## config.mk

```make
export PLATFORM = sky130hd
export DESIGN_NAME = tap_history_bank
export DESIGN_NICKNAME = d
export VERILOG_FILES = /design/src/hist_cfg_pkg.sv /design/src/hist_cmd_pkg.sv /design/src/tap_history_bank.sv /design/src/result_merger.sv /design/src/tap_buffer.sv /design/src/cmd_decoder.sv
export SDC_FILE = /design/constraint.sdc
export NUM_CORES = 1
export LEC_CHECK = 0
export BUFFER_PORTS_ARGS = -buffer_cell sky130_fd_sc_hd__buf_2
export CORE_MARGIN = 4
export CORE_UTILIZATION = 29
export CTS_CLUSTER_SIZE = 14
export DETAILED_ROUTE_END_ITERATION = 6
export PLACE_DENSITY = 0.42
export SYNTH_ARGS = -nofsm -noshare
export SYNTH_HDL_FRONTEND = slang
export SYNTH_SLANG_ARGS = --single-unit
```

## constraint.sdc

```tcl
create_clock -name clk -period 4.7 [get_ports clk]
set_input_delay 0.47 -clock clk [delete_from_list [all_inputs] [get_ports clk]]
set_output_delay 0.47 -clock clk [all_outputs]
set_load 0.02 [all_outputs]
```

## src/hist_cfg_pkg.sv

```systemverilog
// Tap history bank sizes: lane count, ring depth, sample width and pointer widths
package hist_cfg_pkg;

    // Number of independent channels in the bank
    localparam int NUM_LANES = 4;

    // Slots held by each lane's ring memory
    localparam int DEPTH = 8;

    // Width of one stored sample
    localparam int SAMPLE_W = 16;

    // Slot pointer width, follows the depth
    localparam int PTR_W = $clog2(DEPTH);

    // Lane select width in the command word
    localparam int LANE_W = $clog2(NUM_LANES);

    // Read offset width, covers every slot of a lane
    localparam int OFFSET_W = 3;

endpackage
```

## src/hist_cmd_pkg.sv

```systemverilog
// Tap history bank formats: command word, payload views, lane request/response and result
package hist_cmd_pkg;

    import hist_cfg_pkg::*;

    // Command operation
    typedef enum logic {
        OP_WRITE = 1'b0,
        OP_READ  = 1'b1
    } cmd_op_e;

    // Payload seen as a read request
    typedef struct packed {
        logic                             pop;
        logic [OFFSET_W-1:0]              offset;
        logic [SAMPLE_W-OFFSET_W-2:0]     reserved;
    } read_req_t;

    // One payload word, decoded by the op
    typedef union packed {
        logic [SAMPLE_W-1:0] sample;
        read_req_t           req;
    } cmd_payload_u;

    // Command word from the host side
    typedef struct packed {
        cmd_op_e             op;
        logic [LANE_W-1:0]   lane;
        cmd_payload_u        payload;
    } cmd_word_t;

    // Request steered to a single lane
    typedef struct packed {
        logic                write;
        logic                read;
        logic                pop;
        logic [OFFSET_W-1:0] offset;
        logic [SAMPLE_W-1:0] sample;
    } lane_req_t;

    // Read data leaving a lane
    typedef struct packed {
        logic                valid;
        logic [SAMPLE_W-1:0] sample;
    } lane_rsp_t;

    // Tagged result of a read command
    typedef struct packed {
        logic [LANE_W-1:0]   lane;
        logic [SAMPLE_W-1:0] sample;
    } result_t;

endpackage

```

## src/tap_history_bank.sv

```systemverilog
// Tap history bank top level: decoder, a row of tap buffers and the result merger
`timescale 1ns/100ps

module tap_history_bank
    import hist_cfg_pkg::*;
    import hist_cmd_pkg::*;
(
    input  logic      clk,
    input  logic      rst_n,
    input  logic      cmd_valid,
    input  cmd_word_t cmd,
    output logic      result_valid,
    output result_t   result
);

    lane_req_t lane_req [NUM_LANES];
    lane_rsp_t lane_rsp [NUM_LANES];

    // One request per lane, at most one active
    cmd_decoder u_decoder (
        .clk       (clk),
        .rst_n     (rst_n),
        .cmd_valid (cmd_valid),
        .cmd       (cmd),
        .lane_req  (lane_req)
    );

    // Identical lanes, indexed by the generate constant
    for (genvar g = 0; g < NUM_LANES; g++) begin : g_lane
        tap_buffer u_lane (
            .clk   (clk),
            .rst_n (rst_n),
            .req   (lane_req[g]),
            .rsp   (lane_rsp[g])
        );
    end

    // Tagged result, one pulse per read
    result_merger u_merger (
        .clk          (clk),
        .rst_n        (rst_n),
        .lane_rsp     (lane_rsp),
        .result_valid (result_valid),
        .result       (result)
    );

endmodule

```

## src/result_merger.sv

```systemverilog
// Result merger: folds the lane responses into one registered tagged result
`timescale 1ns/100ps

module result_merger
    import hist_cfg_pkg::*;
    import hist_cmd_pkg::*;
(
    input  logic      clk,
    input  logic      rst_n,
    input  lane_rsp_t lane_rsp [NUM_LANES],
    output logic      result_valid,
    output result_t   result
);

    logic                hit;
    logic [LANE_W-1:0]   hit_lane;
    logic [SAMPLE_W-1:0] hit_sample;

    // At most one lane responds per cycle, so a plain scan is enough
    always_comb begin
        hit        = 1'b0;
        hit_lane   = '0;
        hit_sample = '0;
        for (int i = 0; i < NUM_LANES; i++) begin
            if (lane_rsp[i].valid) begin
                hit        = 1'b1;
                hit_lane   = LANE_W'(i);
                hit_sample = lane_rsp[i].sample;
            end
        end
    end

    // Output register
    always_ff @(posedge clk or negedge rst_n) begin
        if (!rst_n) begin
            result_valid <= 1'b0;
            result       <= '0;
        end else begin
            result_valid <= hit;
            // Result holds its last value between pulses
            if (hit) begin
                result.lane   <= hit_lane;
                result.sample <= hit_sample;
            end
        end
    end

endmodule

```

## src/tap_buffer.sv

```systemverilog
// Tap buffer: one lane's ring memory read back at read pointer plus offset
`timescale 1ns/100ps

module tap_buffer
    import hist_cfg_pkg::*;
    import hist_cmd_pkg::*;
(
    input  logic      clk,
    input  logic      rst_n,
    input  lane_req_t req,
    output lane_rsp_t rsp
);

    // Ring storage
    logic [SAMPLE_W-1:0] mem [DEPTH];

    // Pointers wrap freely, no full or empty tracking
    logic [PTR_W-1:0]    wr_ptr;
    logic [PTR_W-1:0]    rd_ptr;

    // Address stage
    logic [PTR_W:0]      addr_sum;
    logic [PTR_W-1:0]    rd_addr;
    logic                rd_valid;

    // Data stage
    logic                rsp_valid_q;
    logic [SAMPLE_W-1:0] rsp_sample_q;

    // Shifted address from the pointer before any pop on this edge
    assign addr_sum = (PTR_W+1)'(rd_ptr) + (PTR_W+1)'(req.offset);

    // Sample write at the write pointer
    always_ff @(posedge clk) begin
        if (req.write) begin
            mem[wr_ptr] <= req.sample;
        end
    end

    // Write pointer
    always_ff @(posedge clk or negedge rst_n) begin
        if (!rst_n) begin
            wr_ptr <= '0;
        end else if (req.write) begin
            wr_ptr <= wr_ptr + PTR_W'(1);
        end
    end

    // Read pointer, a pop moves it after the read has used the old value
    always_ff @(posedge clk or negedge rst_n) begin
        if (!rst_n) begin
            rd_ptr <= '0;
        end else if (req.read && req.pop) begin
            rd_ptr <= rd_ptr + PTR_W'(1);
        end
    end

    // First read stage latches the address and the valid bit
    always_ff @(posedge clk or negedge rst_n) begin
        if (!rst_n) begin
            rd_valid <= 1'b0;
        end else begin
            rd_valid <= req.read;
        end
    end

    always_ff @(posedge clk) begin
        if (req.read) begin
            rd_addr <= PTR_W'(addr_sum % DEPTH);
        end
    end

    // Second read stage registers the memory word
    always_ff @(posedge clk or negedge rst_n) begin
        if (!rst_n) begin
            rsp_valid_q <= 1'b0;
        end else begin
            rsp_valid_q <= rd_valid;
        end
    end

    always_ff @(posedge clk) begin
        if (rd_valid) begin
            rsp_sample_q <= mem[rd_addr];
        end
    end

    assign rsp.valid  = rsp_valid_q;
    assign rsp.sample = rsp_sample_q;

endmodule

```

## src/cmd_decoder.sv

```systemverilog
// Command decoder: registers each command and steers it as a request to one lane
`timescale 1ns/100ps

module cmd_decoder
    import hist_cfg_pkg::*;
    import hist_cmd_pkg::*;
(
    input  logic      clk,
    input  logic      rst_n,
    input  logic      cmd_valid,
    input  cmd_word_t cmd,
    output lane_req_t lane_req [NUM_LANES]
);

    logic      cmd_valid_q;
    cmd_word_t cmd_q;
    lane_req_t req_next [NUM_LANES];

    // Input stage, strobe only
    always_ff @(posedge clk or negedge rst_n) begin
        if (!rst_n) begin
            cmd_valid_q <= 1'b0;
        end else begin
            cmd_valid_q <= cmd_valid;
        end
    end

    // Command word is only looked at while the strobe is set
    always_ff @(posedge clk) begin
        if (cmd_valid) begin
            cmd_q <= cmd;
        end
    end

    // Decode the op and read the union in the matching view
    always_comb begin
        for (int i = 0; i < NUM_LANES; i++) begin
            req_next[i] = '0;
            if (cmd_valid_q && (cmd_q.lane == LANE_W'(i))) begin
                if (cmd_q.op == OP_WRITE) begin
                    req_next[i].write  = 1'b1;
                    req_next[i].sample = cmd_q.payload.sample;
                end else begin
                    req_next[i].read   = 1'b1;
                    req_next[i].pop    = cmd_q.payload.req.pop;
                    req_next[i].offset = cmd_q.payload.req.offset;
                end
            end
        end
    end

    // Request stage, all unaddressed lanes see an idle request
    always_ff @(posedge clk or negedge rst_n) begin
        if (!rst_n) begin
            for (int i = 0; i < NUM_LANES; i++) begin
                lane_req[i] <= '0;
            end
        end else begin
            for (int i = 0; i < NUM_LANES; i++) begin
                lane_req[i] <= req_next[i];
            end
        end
    end

endmodule

```

==> results of run 1 <==
kinds of logic (layout without fill, tap and decap cells):
family | after synthesis | count (layout) | synth area share [%]
multiplexers | 200 | 200 | 13.36
adder cells (fa/ha/maj) | 16 | 16 | 0.8326
XOR/XNOR | 24 | 24 | 0.7602
other | 0 | 5 | 0
flip-flops | 747 | 747 | 78.59
AO/OA/AOI/OAI | 50 | 50 | 1.421
buffers and inverters | 63 | 254 | 1.118
AND/OR/NAND/NOR | 195 | 195 | 3.923
worst paths after layout:
| check | slack [ps] | startpoint | to |
|---|---|---|---|
| max in group asynchronous | 3260 | rst_n | u_decoder.lane_req[74] |
| max | 2180 | g_lane[2].u_lane.rsp_valid_q | u_merger.result[13] |
| min | 40 | cmd[7] | u_decoder.cmd_q[7] |
| min in group asynchronous | 470 | rst_n | g_lane[3].u_lane.wr_ptr[2] |
| min reg2reg | 500 | g_lane[0].u_lane.rd_ptr[2] | g_lane[0].u_lane.rd_ptr[2] |
| max reg2reg | 2180 | g_lane[2].u_lane.rsp_valid_q | u_merger.result[13] |
sequential cells by signal (all words and copies together) (netlist names):
name	flops
g_lane.u_lane.mem	512
u_decoder.lane_req	88
g_lane.u_lane.rsp_sample_q	64
u_decoder.cmd_q	19
u_merger.result	18
g_lane.u_lane.rd_addr	12
g_lane.u_lane.rd_ptr	12
g_lane.u_lane.wr_ptr	12
g_lane.u_lane.rd_valid	4
g_lane.u_lane.rsp_valid_q	4
u_decoder.cmd_valid_q	1
u_merger.result_valid	1
where the power goes:
part / internal (mW) / switching [mW]
clock: 3.78 / 2.50
sequential: 7.37 / 0.308
combinational: 0.279 / 0.369
total: 11.4 / 3.18
per-layer routing:
layer	GRT usage [%]	vias to the layer above
met5	0	-
met1	20.64	6678
met4	3.342	0
met2	19.68	334
li1	-	5404
met3	2.463	82
through the flow:
stage | cells | worst slack (ps) | cell area (µm²)
3_5_place_dp | 2580 | 2170 | 29570
3_3_place_gp | 2580 | 2231 | 29570
4_1_cts | 2740 | 2129 | 32310
5_1_grt | 2740 | 1915 | 32310
2_1_floorplan | 1295 | 2566 | 27650
6_report | 2745 | 2184 | 32320
placed cells by master, fill, tap and decap left out, types with 16 or more instances in the layout:
| cell | instances |
|---|---|
| a221o_1 | 16 |
| nand3b_1 | 16 |
| buf_2 | 39 |
| o22a_1 | 16 |
| edfxtp_1 | 607 |
| nand2_1 | 36 |
| xnor2_1 | 18 |
| a21oi_1 | 17 |
| nor2_1 | 30 |
| mux4_2 | 128 |
| mux2_2 | 72 |
| clkbuf_1 | 27 |
| dfrtp_1 | 140 |
| buf_4 | 42 |
| and2_1 | 80 |
| clkbuf_16 | 85 |
final cells by class:
type | instances | area share [%]
clock buffers | 124 | 7.406
diodes | 5 | 0.03871
repair buffers | 93 | 2.017
well taps | 1254 | 4.855
inverters | 10 | 0.1161
flip-flops and latches | 747 | 67.24
clock inverters | 27 | 0.7898
multi-input cells | 485 | 17.54
repair_timing:
item                      CTS  global route
hold buffers                9             0
resized for setup           0             0
hold endpoints to repair   77             0
==> flow_summary.yaml, run 1 <==
drt:
  drt-met1-wl_um: 31630
  viasPerCell: 4.553
  drtAntennaViolNets: 0
  drc_errors: 0
  routed_wl_um: 66290
  dr.pass1.iters: 5
  wl_met2_um: 29390
  routed.top_layer: "met4"
  met3WireLength_um: 3995
  wl_per_cell_um: 24.15
  num_vias: 12498
  drtIter0Drc: 953
clock_network:
  clk_latency_ps: 610
  root_buffer: "clkbuf_16"
  clkTransAtPathRegs_ps: 60
  cts.htree.levels: 3
  clock_sinks: 747
  cts_tree: "done"
  cts_made_buffers: 81
  post_cts_buffers: 0
  clockBufferDepth: 3
hold_path:
  hold_depth: 1
  worstHoldPathType: "primary input to flop"
synthesis:
  async_flop_share_pct: 18.74
  post_synth.cell_area_avg_um2: 21.35
  yosysTopAreaCell: "edfxtp_1"
  ys.flop_type: "edfxtp_1"
  synth_edf_count: 607
  yosysSeqAreaShare_pct: 78.59
  syn_nets: 1333
  yosys.area.top_type_share_pct: 65.92
  synth.distinct_cells: 28
  yosysMostFrequentCell: "edfxtp_1"
  synth.area.top_cells: "edfxtp_1 (66%), dfrtp_1 (13%), mux4_2 (10%)"
  yosysWarnings: 0
  syn_area_um2: 27650
  synthTopCellsByCount: "edfxtp_1 (607), dfrtp_1 (140), mux4_2 (128), and2_1 (80), mux2_2 (72)"
  synthCells: 1295
  ys_seq_elements: 747
floorplanning:
  die_w_um: 316.8
  die_area_um2: 100400
  coreArea_um2: 93890
  pin_count: 41
  die_h_um: 316.8
  rows: 112
  start_util_pct: 29.45
sta:
  max_freq_ghz: 0.3975
  finClkSkew_ps: 21.40
  tightest_slew_ps: 1204
  setup_viol: 0
  hold_viol_final: 0
  grt_setup_unrepaired: "no"
  fin_hold_ws_ps: 41.78
  min_period_over_period_pct: 53.53
  relSlewSlack_pct: 19.72
  min_period_ps: 2516
  slew_violations: 0
  setup_tns_ps: 0
critical_path:
  crit_chain: "nor4_4 > inv_2 > o22a_1"
  crit_family: "simple AND/OR/NAND/NOR gates"
  cp.arrival_ps: 3010
  critical_path_peak_fanout: 36
  startpoint_type: "flop"
  crit_buf_inv: 1
  critPathSlowestCell: "nor4_4"
  cp_num_cells: 3
  slowest_delay_ps: 950
  worst_setup_path_end_kind: "flop"
  critPathRequiredTime_ps: 5190
  rr_worst_depth: 3
  worstSetupPathType: "flop to flop"
final_layout:
  nets: 1456
  synthToLayoutAreaGrowth_pct: 16.88
  multi_input_area_um2: 5668
  filler_cell_count: 8841
  drive_gt1_share_pct: 27.73
  regArea_um2: 21730
  final_util_pct: 34.42
placement:
  port_buffers: 40
  routabilityCongestion: 0.7553
  hpwl_um: 38170
global_route:
  grt_pass1_wl_um: 95880
  grt_antenna_before_repair: 10
  grt_max_degree: 72
  gr-usage-all-layers_pct: 13.43
  grt_pass1_vias: 13131
  gr-total-overflow: 0
pwr:
  ir_worst_vdd_uv: 254.6
  p_per_area_nw_per_um2: 451.9
  p_leak_nw: 11.12
  power_mw: 14.60
job:
  maxCapViolations: 0
run_status:
  status: "finished, final reports clean"
Note: power is estimated with default switching activity, not from simulation.
==> run 2: changes to the inputs <==
PLACE_DENSITY = 0.43   (was 0.42)
clock period = 2 ns   (was 4.7 ns; I/O delays follow)
==> run 2 against run 1 <==
  * Global-route usage up 0.11 points
  * Fmax up 40%
  * Non-clock buffer count up 41
  * Largest power group unchanged
  * Total power up 140%
==> flow_summary.yaml, run 2 (synthesis gave the netlist of run 1 again) <==
clock_network:
  post_cts_buffers: 0
  clkTransAtPathRegs_ps: 60
  cts_resized: 0
  clockBufferDepth: 3
  cts_made_buffers: 81
  cts_tree: "done"
  clk_latency_ps: 610
  cts.htree.levels: 3
  root_buffer: "clkbuf_16"
  clock_sinks: 747
  cts_hold_buffers: 22
floorplanning:
  rows: 112
  die_area_um2: 100400
  start_util_pct: 29.45
  die_h_um: 316.8
  die_w_um: 316.8
  pin_count: 41
  coreArea_um2: 93890
critical_path:
  cp.arrival_ps: 2150
  critical_path_peak_fanout: 32
  crit_chain: "buf_12 > mux4_2 > mux2_2"
  slowest_delay_ps: 560
  startpoint_type: "flop"
  critPathSlowestCell: "mux4_2"
  worst_setup_path_end_kind: "flop"
  worstSetupPathType: "flop to flop"
  critPathRequiredTime_ps: 2350
sta:
  max_freq_ghz: 0.5567
  min_period_ps: 1796
  slew_violations: 0
  finClkSkew_ps: 17.38
  setup_viol: 0
  tightest_slew_ps: 650.9
  min_period_over_period_pct: 89.81
  hold_viol_final: 0
  grt_setup_unrepaired: "no"
  relSlewSlack_pct: 56.61
  setup_tns_ps: 0
  fin_hold_ws_ps: 122.9
hold_path:
  worstHoldPathType: "primary input to asynchronous set/reset pin"
final_layout:
  filler_cell_count: 8836
  drive_gt1_share_pct: 28.66
  nets: 1497
  layout_commonest_cell: "edfxtp_1"
  regArea_um2: 21730
  final_util_pct: 34.93
  synthToLayoutAreaGrowth_pct: 18.62
  reg.largest.list: "g_lane.u_lane.mem: 512 flops, u_decoder.lane_req: 88 flops, g_lane.u_lane.rsp_sample_q: 64 flops"
  largest_reg_flops: 512
  mostFrequentLayoutCells: "edfxtp_1 (607), dfrtp_1 (140), mux4_2 (128)"
  final_cells: 2785
  multi_input_area_um2: 5657
  top_register: "g_lane.u_lane.mem"
placement:
  routabilityCongestion: 0.6924
  dp_cells: 2608
  port_buffers: 40
  hpwl_um: 37790
global_route:
  grt_antenna_before_repair: 9
  gr-total-overflow: 0
  grt_pass1_wl_um: 96080
  grt_max_degree: 76
  grt_pass1_vias: 13458
  gr-usage-all-layers_pct: 13.54
pwr:
  p_per_area_nw_per_um2: 1049
  ir_worst_vdd_uv: 520.8
  p_leak_nw: 11.36
  power_mw: 34.40
drt:
  drtIter0Drc: 843
  viasPerCell: 4.554
  drtAntennaViolNets: 0
  drc_errors: 0
  routed_wl_um: 66710
  num_vias: 12683
  dr.pass1.iters: 5
  wl_per_cell_um: 23.95
run_status:
  status: "finished, final reports clean"
job:
  maxCapViolations: 0
-- run 2: changes by cell type in the layout (fill, tap and decap cells not counted) --
cell,previous run,this run
nor2_2,2,0
bufinv_16,5,7
clkbuf_8,12,7
dlygate4sd3_1,9,22
clkbuf_1,27,21
nor2_1,30,32
nor3_2,8,9
buf_4,42,58
diode_2,5,6
clkinv_2,10,11
buf_12,2,14
clkinv_1,10,15
clkinvlp_4,0,1
nor3_4,1,0
-- run 2: where the power goes --
part / switching [mW] / leakage, nW / internal [mW]
Clock: 5.91 / 1.30 / 8.92
Sequential: 0.576 / 7.51 / 17.3
Combinational: 0.961 / 2.55 / 0.718
Total: 7.45 / 11.4 / 27.0
-- run 2: worst max-delay path, delay by kind of cell, from the launching register on --
family	cells	cell delay, ps
buffers and inverters	1	290
DFF	1	380
muxes	2	840
-- run 2: worst paths after layout --
kind | cells after the start | slack, ps | startpoint | end
worst max-delay path | 3 | 200 | g_lane[0].u_lane.rd_addr[0] | g_lane[0].u_lane.rsp_sample_q[1]
worst min-delay path | 3 | 120 | rst_n | u_decoder.lane_req[21]
worst max register to register | 3 | 200 | g_lane[0].u_lane.rd_addr[0] | g_lane[0].u_lane.rsp_sample_q[1]
worst min register to register | 1 | 490 | g_lane[3].u_lane.rd_ptr[2] | g_lane[3].u_lane.rd_ptr[2]
max in group asynchronous | 3 | 1300 | rst_n | g_lane[3].u_lane.wr_ptr[0]
min in group clk | 2 | 290 | cmd[16] | u_decoder.cmd_q[16]
-- run 2: layer usage --
layer  track usage (%)  part of all wire [%]  vias to the layer above
met1             20.06                    47                     6796
li1                  -                     -                     5498
met5                 0                     0                        -
met4             3.424                   2.3                        0
met3             2.509                   5.5                      100
met2             20.66                    45                      289
-- run 2: per-stage QoR --
| step | setup slack (ps) | area, µm² |
|---|---|---|
| after floorplan | 277.5 | 27690 |
| after global placement | 201.6 | 29920 |
| final | 203.7 | 32800 |
| after detailed placement | 181.8 | 29920 |
| after global routing | 110.1 | 32790 |
| after CTS | 175.3 | 32790 |
-- run 2: cell type report --
class / instances / area share (%)
tap: 1254 / 4.784
clock buffer: 113 / 7.019
timing repair buffer: 134 / 3.483
clock inverter: 36 / 1.057
antenna: 6 / 0.04578
sequential: 747 / 66.25
inverter: 10 / 0.1144
multi-input combinational: 485 / 17.25
==> run 3: changes to the inputs <==
PLACE_DENSITY = 0.55   (was 0.43)
SKIP_LAST_GASP = 1   (was default)
==> run 3 against run 2 <==
  * Non-clock buffer count rose by 2
  * Combinational power barely moved
  * Final area fell by 0.41%
  * Sequential power barely moved
  * Hold slack improved by 20 ps
  * Clock skew fell by 0.89 ps
  * Critical path type unchanged
==> flow_summary.yaml, run 3 (synthesis gave the netlist of run 1 again) <==
clock_network:
  post_cts_buffers: 0
  clock_sinks: 747
  clockBufferDepth: 3
  cts_hold_buffers: 21
  cts_made_buffers: 79
  clkTransAtPathRegs_ps: 60
  cts.htree.levels: 3
  cts_resized: 0
  cts_tree: "done"
  clk_latency_ps: 600
  root_buffer: "clkbuf_16"
placement:
  pre_cts_ws_ps: 192.9
  port_buffers: 40
  hpwl_um: 35790
  routabilityCongestion: 0.7188
final_layout:
  mostFrequentLayoutCells: "edfxtp_1 (607), dfrtp_1 (140), mux4_2 (128)"
  synthToLayoutAreaGrowth_pct: 18.14
  reg.largest.list: "g_lane.u_lane.mem: 512 flops, u_decoder.lane_req: 88 flops, g_lane.u_lane.rsp_sample_q: 64 flops"
  largest_reg_flops: 512
  top_register: "g_lane.u_lane.mem"
  nets: 1497
  drive_gt1_share_pct: 28.86
  layout_commonest_cell: "edfxtp_1"
critical_path:
  cp.arrival_ps: 2340
  slowest_delay_ps: 930
  critPathRequiredTime_ps: 2540
  critPathSlowestCell: "nor4b_4"
  rrSetupSlack_ps: 200
  startpoint_type: "flop"
  worst_setup_path_end_kind: "flop"
  crit_chain: "nor4b_4 > a221o_1 > o22a_1"
  worstSetupPathType: "flop to flop"
  critical_path_peak_fanout: 16
  rr_worst_depth: 3
floorplanning:
  coreArea_um2: 93890
  rows: 112
  start_util_pct: 29.45
  die_area_um2: 100400
  die_h_um: 316.8
  die_w_um: 316.8
  pin_count: 41
global_route:
  grt_antenna_before_repair: 10
  grt_pass1_vias: 13331
  gr-total-overflow: 0
  gr-usage-all-layers_pct: 12.56
  grt_pass1_wl_um: 91400
  grt_max_degree: 50
pwr:
  p_leak_nw: 11.31
  ir_worst_vdd_uv: 516.5
  p_per_area_nw_per_um2: 1036
drt:
  drtIter0Drc: 1041
  routed_wl_um: 61610
  dr.pass1.iters: 5
  viasPerCell: 4.567
  drtAntennaViolNets: 0
  drc_errors: 0
  wl_per_cell_um: 22.18
  num_vias: 12688
sta:
  relSlewSlack_pct: 29.69
  hold_viol_final: 0
  setup_viol: 0
  setup_tns_ps: 0
  tightest_slew_ps: 1050
  min_period_over_period_pct: 89.98
  max_freq_ghz: 0.5557
  finClkSkew_ps: 16.49
  setup_ws_ps: 200.4
  slew_violations: 0
  min_period_ps: 1800
  grt_setup_unrepaired: "no"
job:
  maxCapViolations: 0
run_status:
  status: "finished, final reports clean"
hold_path:
  worstHoldPathType: "primary input to asynchronous set/reset pin"
[run 3: cell type report]
| class | count | area [µm²] |
|---|---|---|
| clock buffers | 105 | 2147 |
| repair buffers | 136 | 1130 |
| fillers | 8758 | 61220 |
| clock inverters | 38 | 387.9 |
| flip-flops and latches | 747 | 21730 |
| diodes | 3 | 7.507 |
| multi-input cells | 485 | 5657 |
| well taps | 1254 | 1569 |
| inverters | 10 | 37.54 |
[run 3: per-stage QoR]
| step | instance area (µm²) | power [mW] | std cells | util [%] | hold WS [ps] |
|---|---|---|---|---|---|
| final | 32670 | 33.86 | 2778 | 34.79 | 143.1 |
| after global routing | 32660 | 35.16 | 2775 | 34.78 | 193.2 |
| after CTS | 32660 | 34.29 | 2775 | 34.78 | 146.0 |
| after detailed placement | 29910 | 19.90 | 2611 | 31.86 | 222.0 |
| after global placement | 29910 | 19.81 | 2611 | 31.86 | 220.1 |
| after floorplan | 27690 | 18.96 | 1295 | - | -95.59 |
[run 3: final timing paths]
path                                               from                         end
min in group clk                                 cmd[2]          u_decoder.cmd_q[2]
hold reg to reg                     u_merger.result[17]         u_merger.result[17]
max in group asynchronous                         rst_n      u_decoder.lane_req[10]
hold / removal                                    rst_n  g_lane[2].u_lane.wr_ptr[1]
setup / recovery           g_lane[1].u_lane.rsp_valid_q          u_merger.result[9]
setup reg to reg           g_lane[1].u_lane.rsp_valid_q          u_merger.result[9]
[run 3: report_power, final]
| part | internal, mW | switching, mW |
|---|---|---|
| clock | 8.57 | 5.74 |
| combinational | 0.713 | 0.966 |
| sequential | 17.3 | 0.557 |
| total | 26.6 | 7.27 |
[run 3: worst max-delay path, delay by kind of cell (launching register included)]
kind               cells  cell delay, ps
and+or+nand+nor        1             930
DFF                    1             400
AOI/OAI and AO/OA      2             400
[run 3: layer usage]
layer	part of all wire [%]	vias to the layer above	GRT usage, %
li1	-	5478	-
met1	44	6802	17.83
met4	1.9	0	3.599
met2	48	323	20.00
met3	6.0	85	2.144
met5	0	-	0
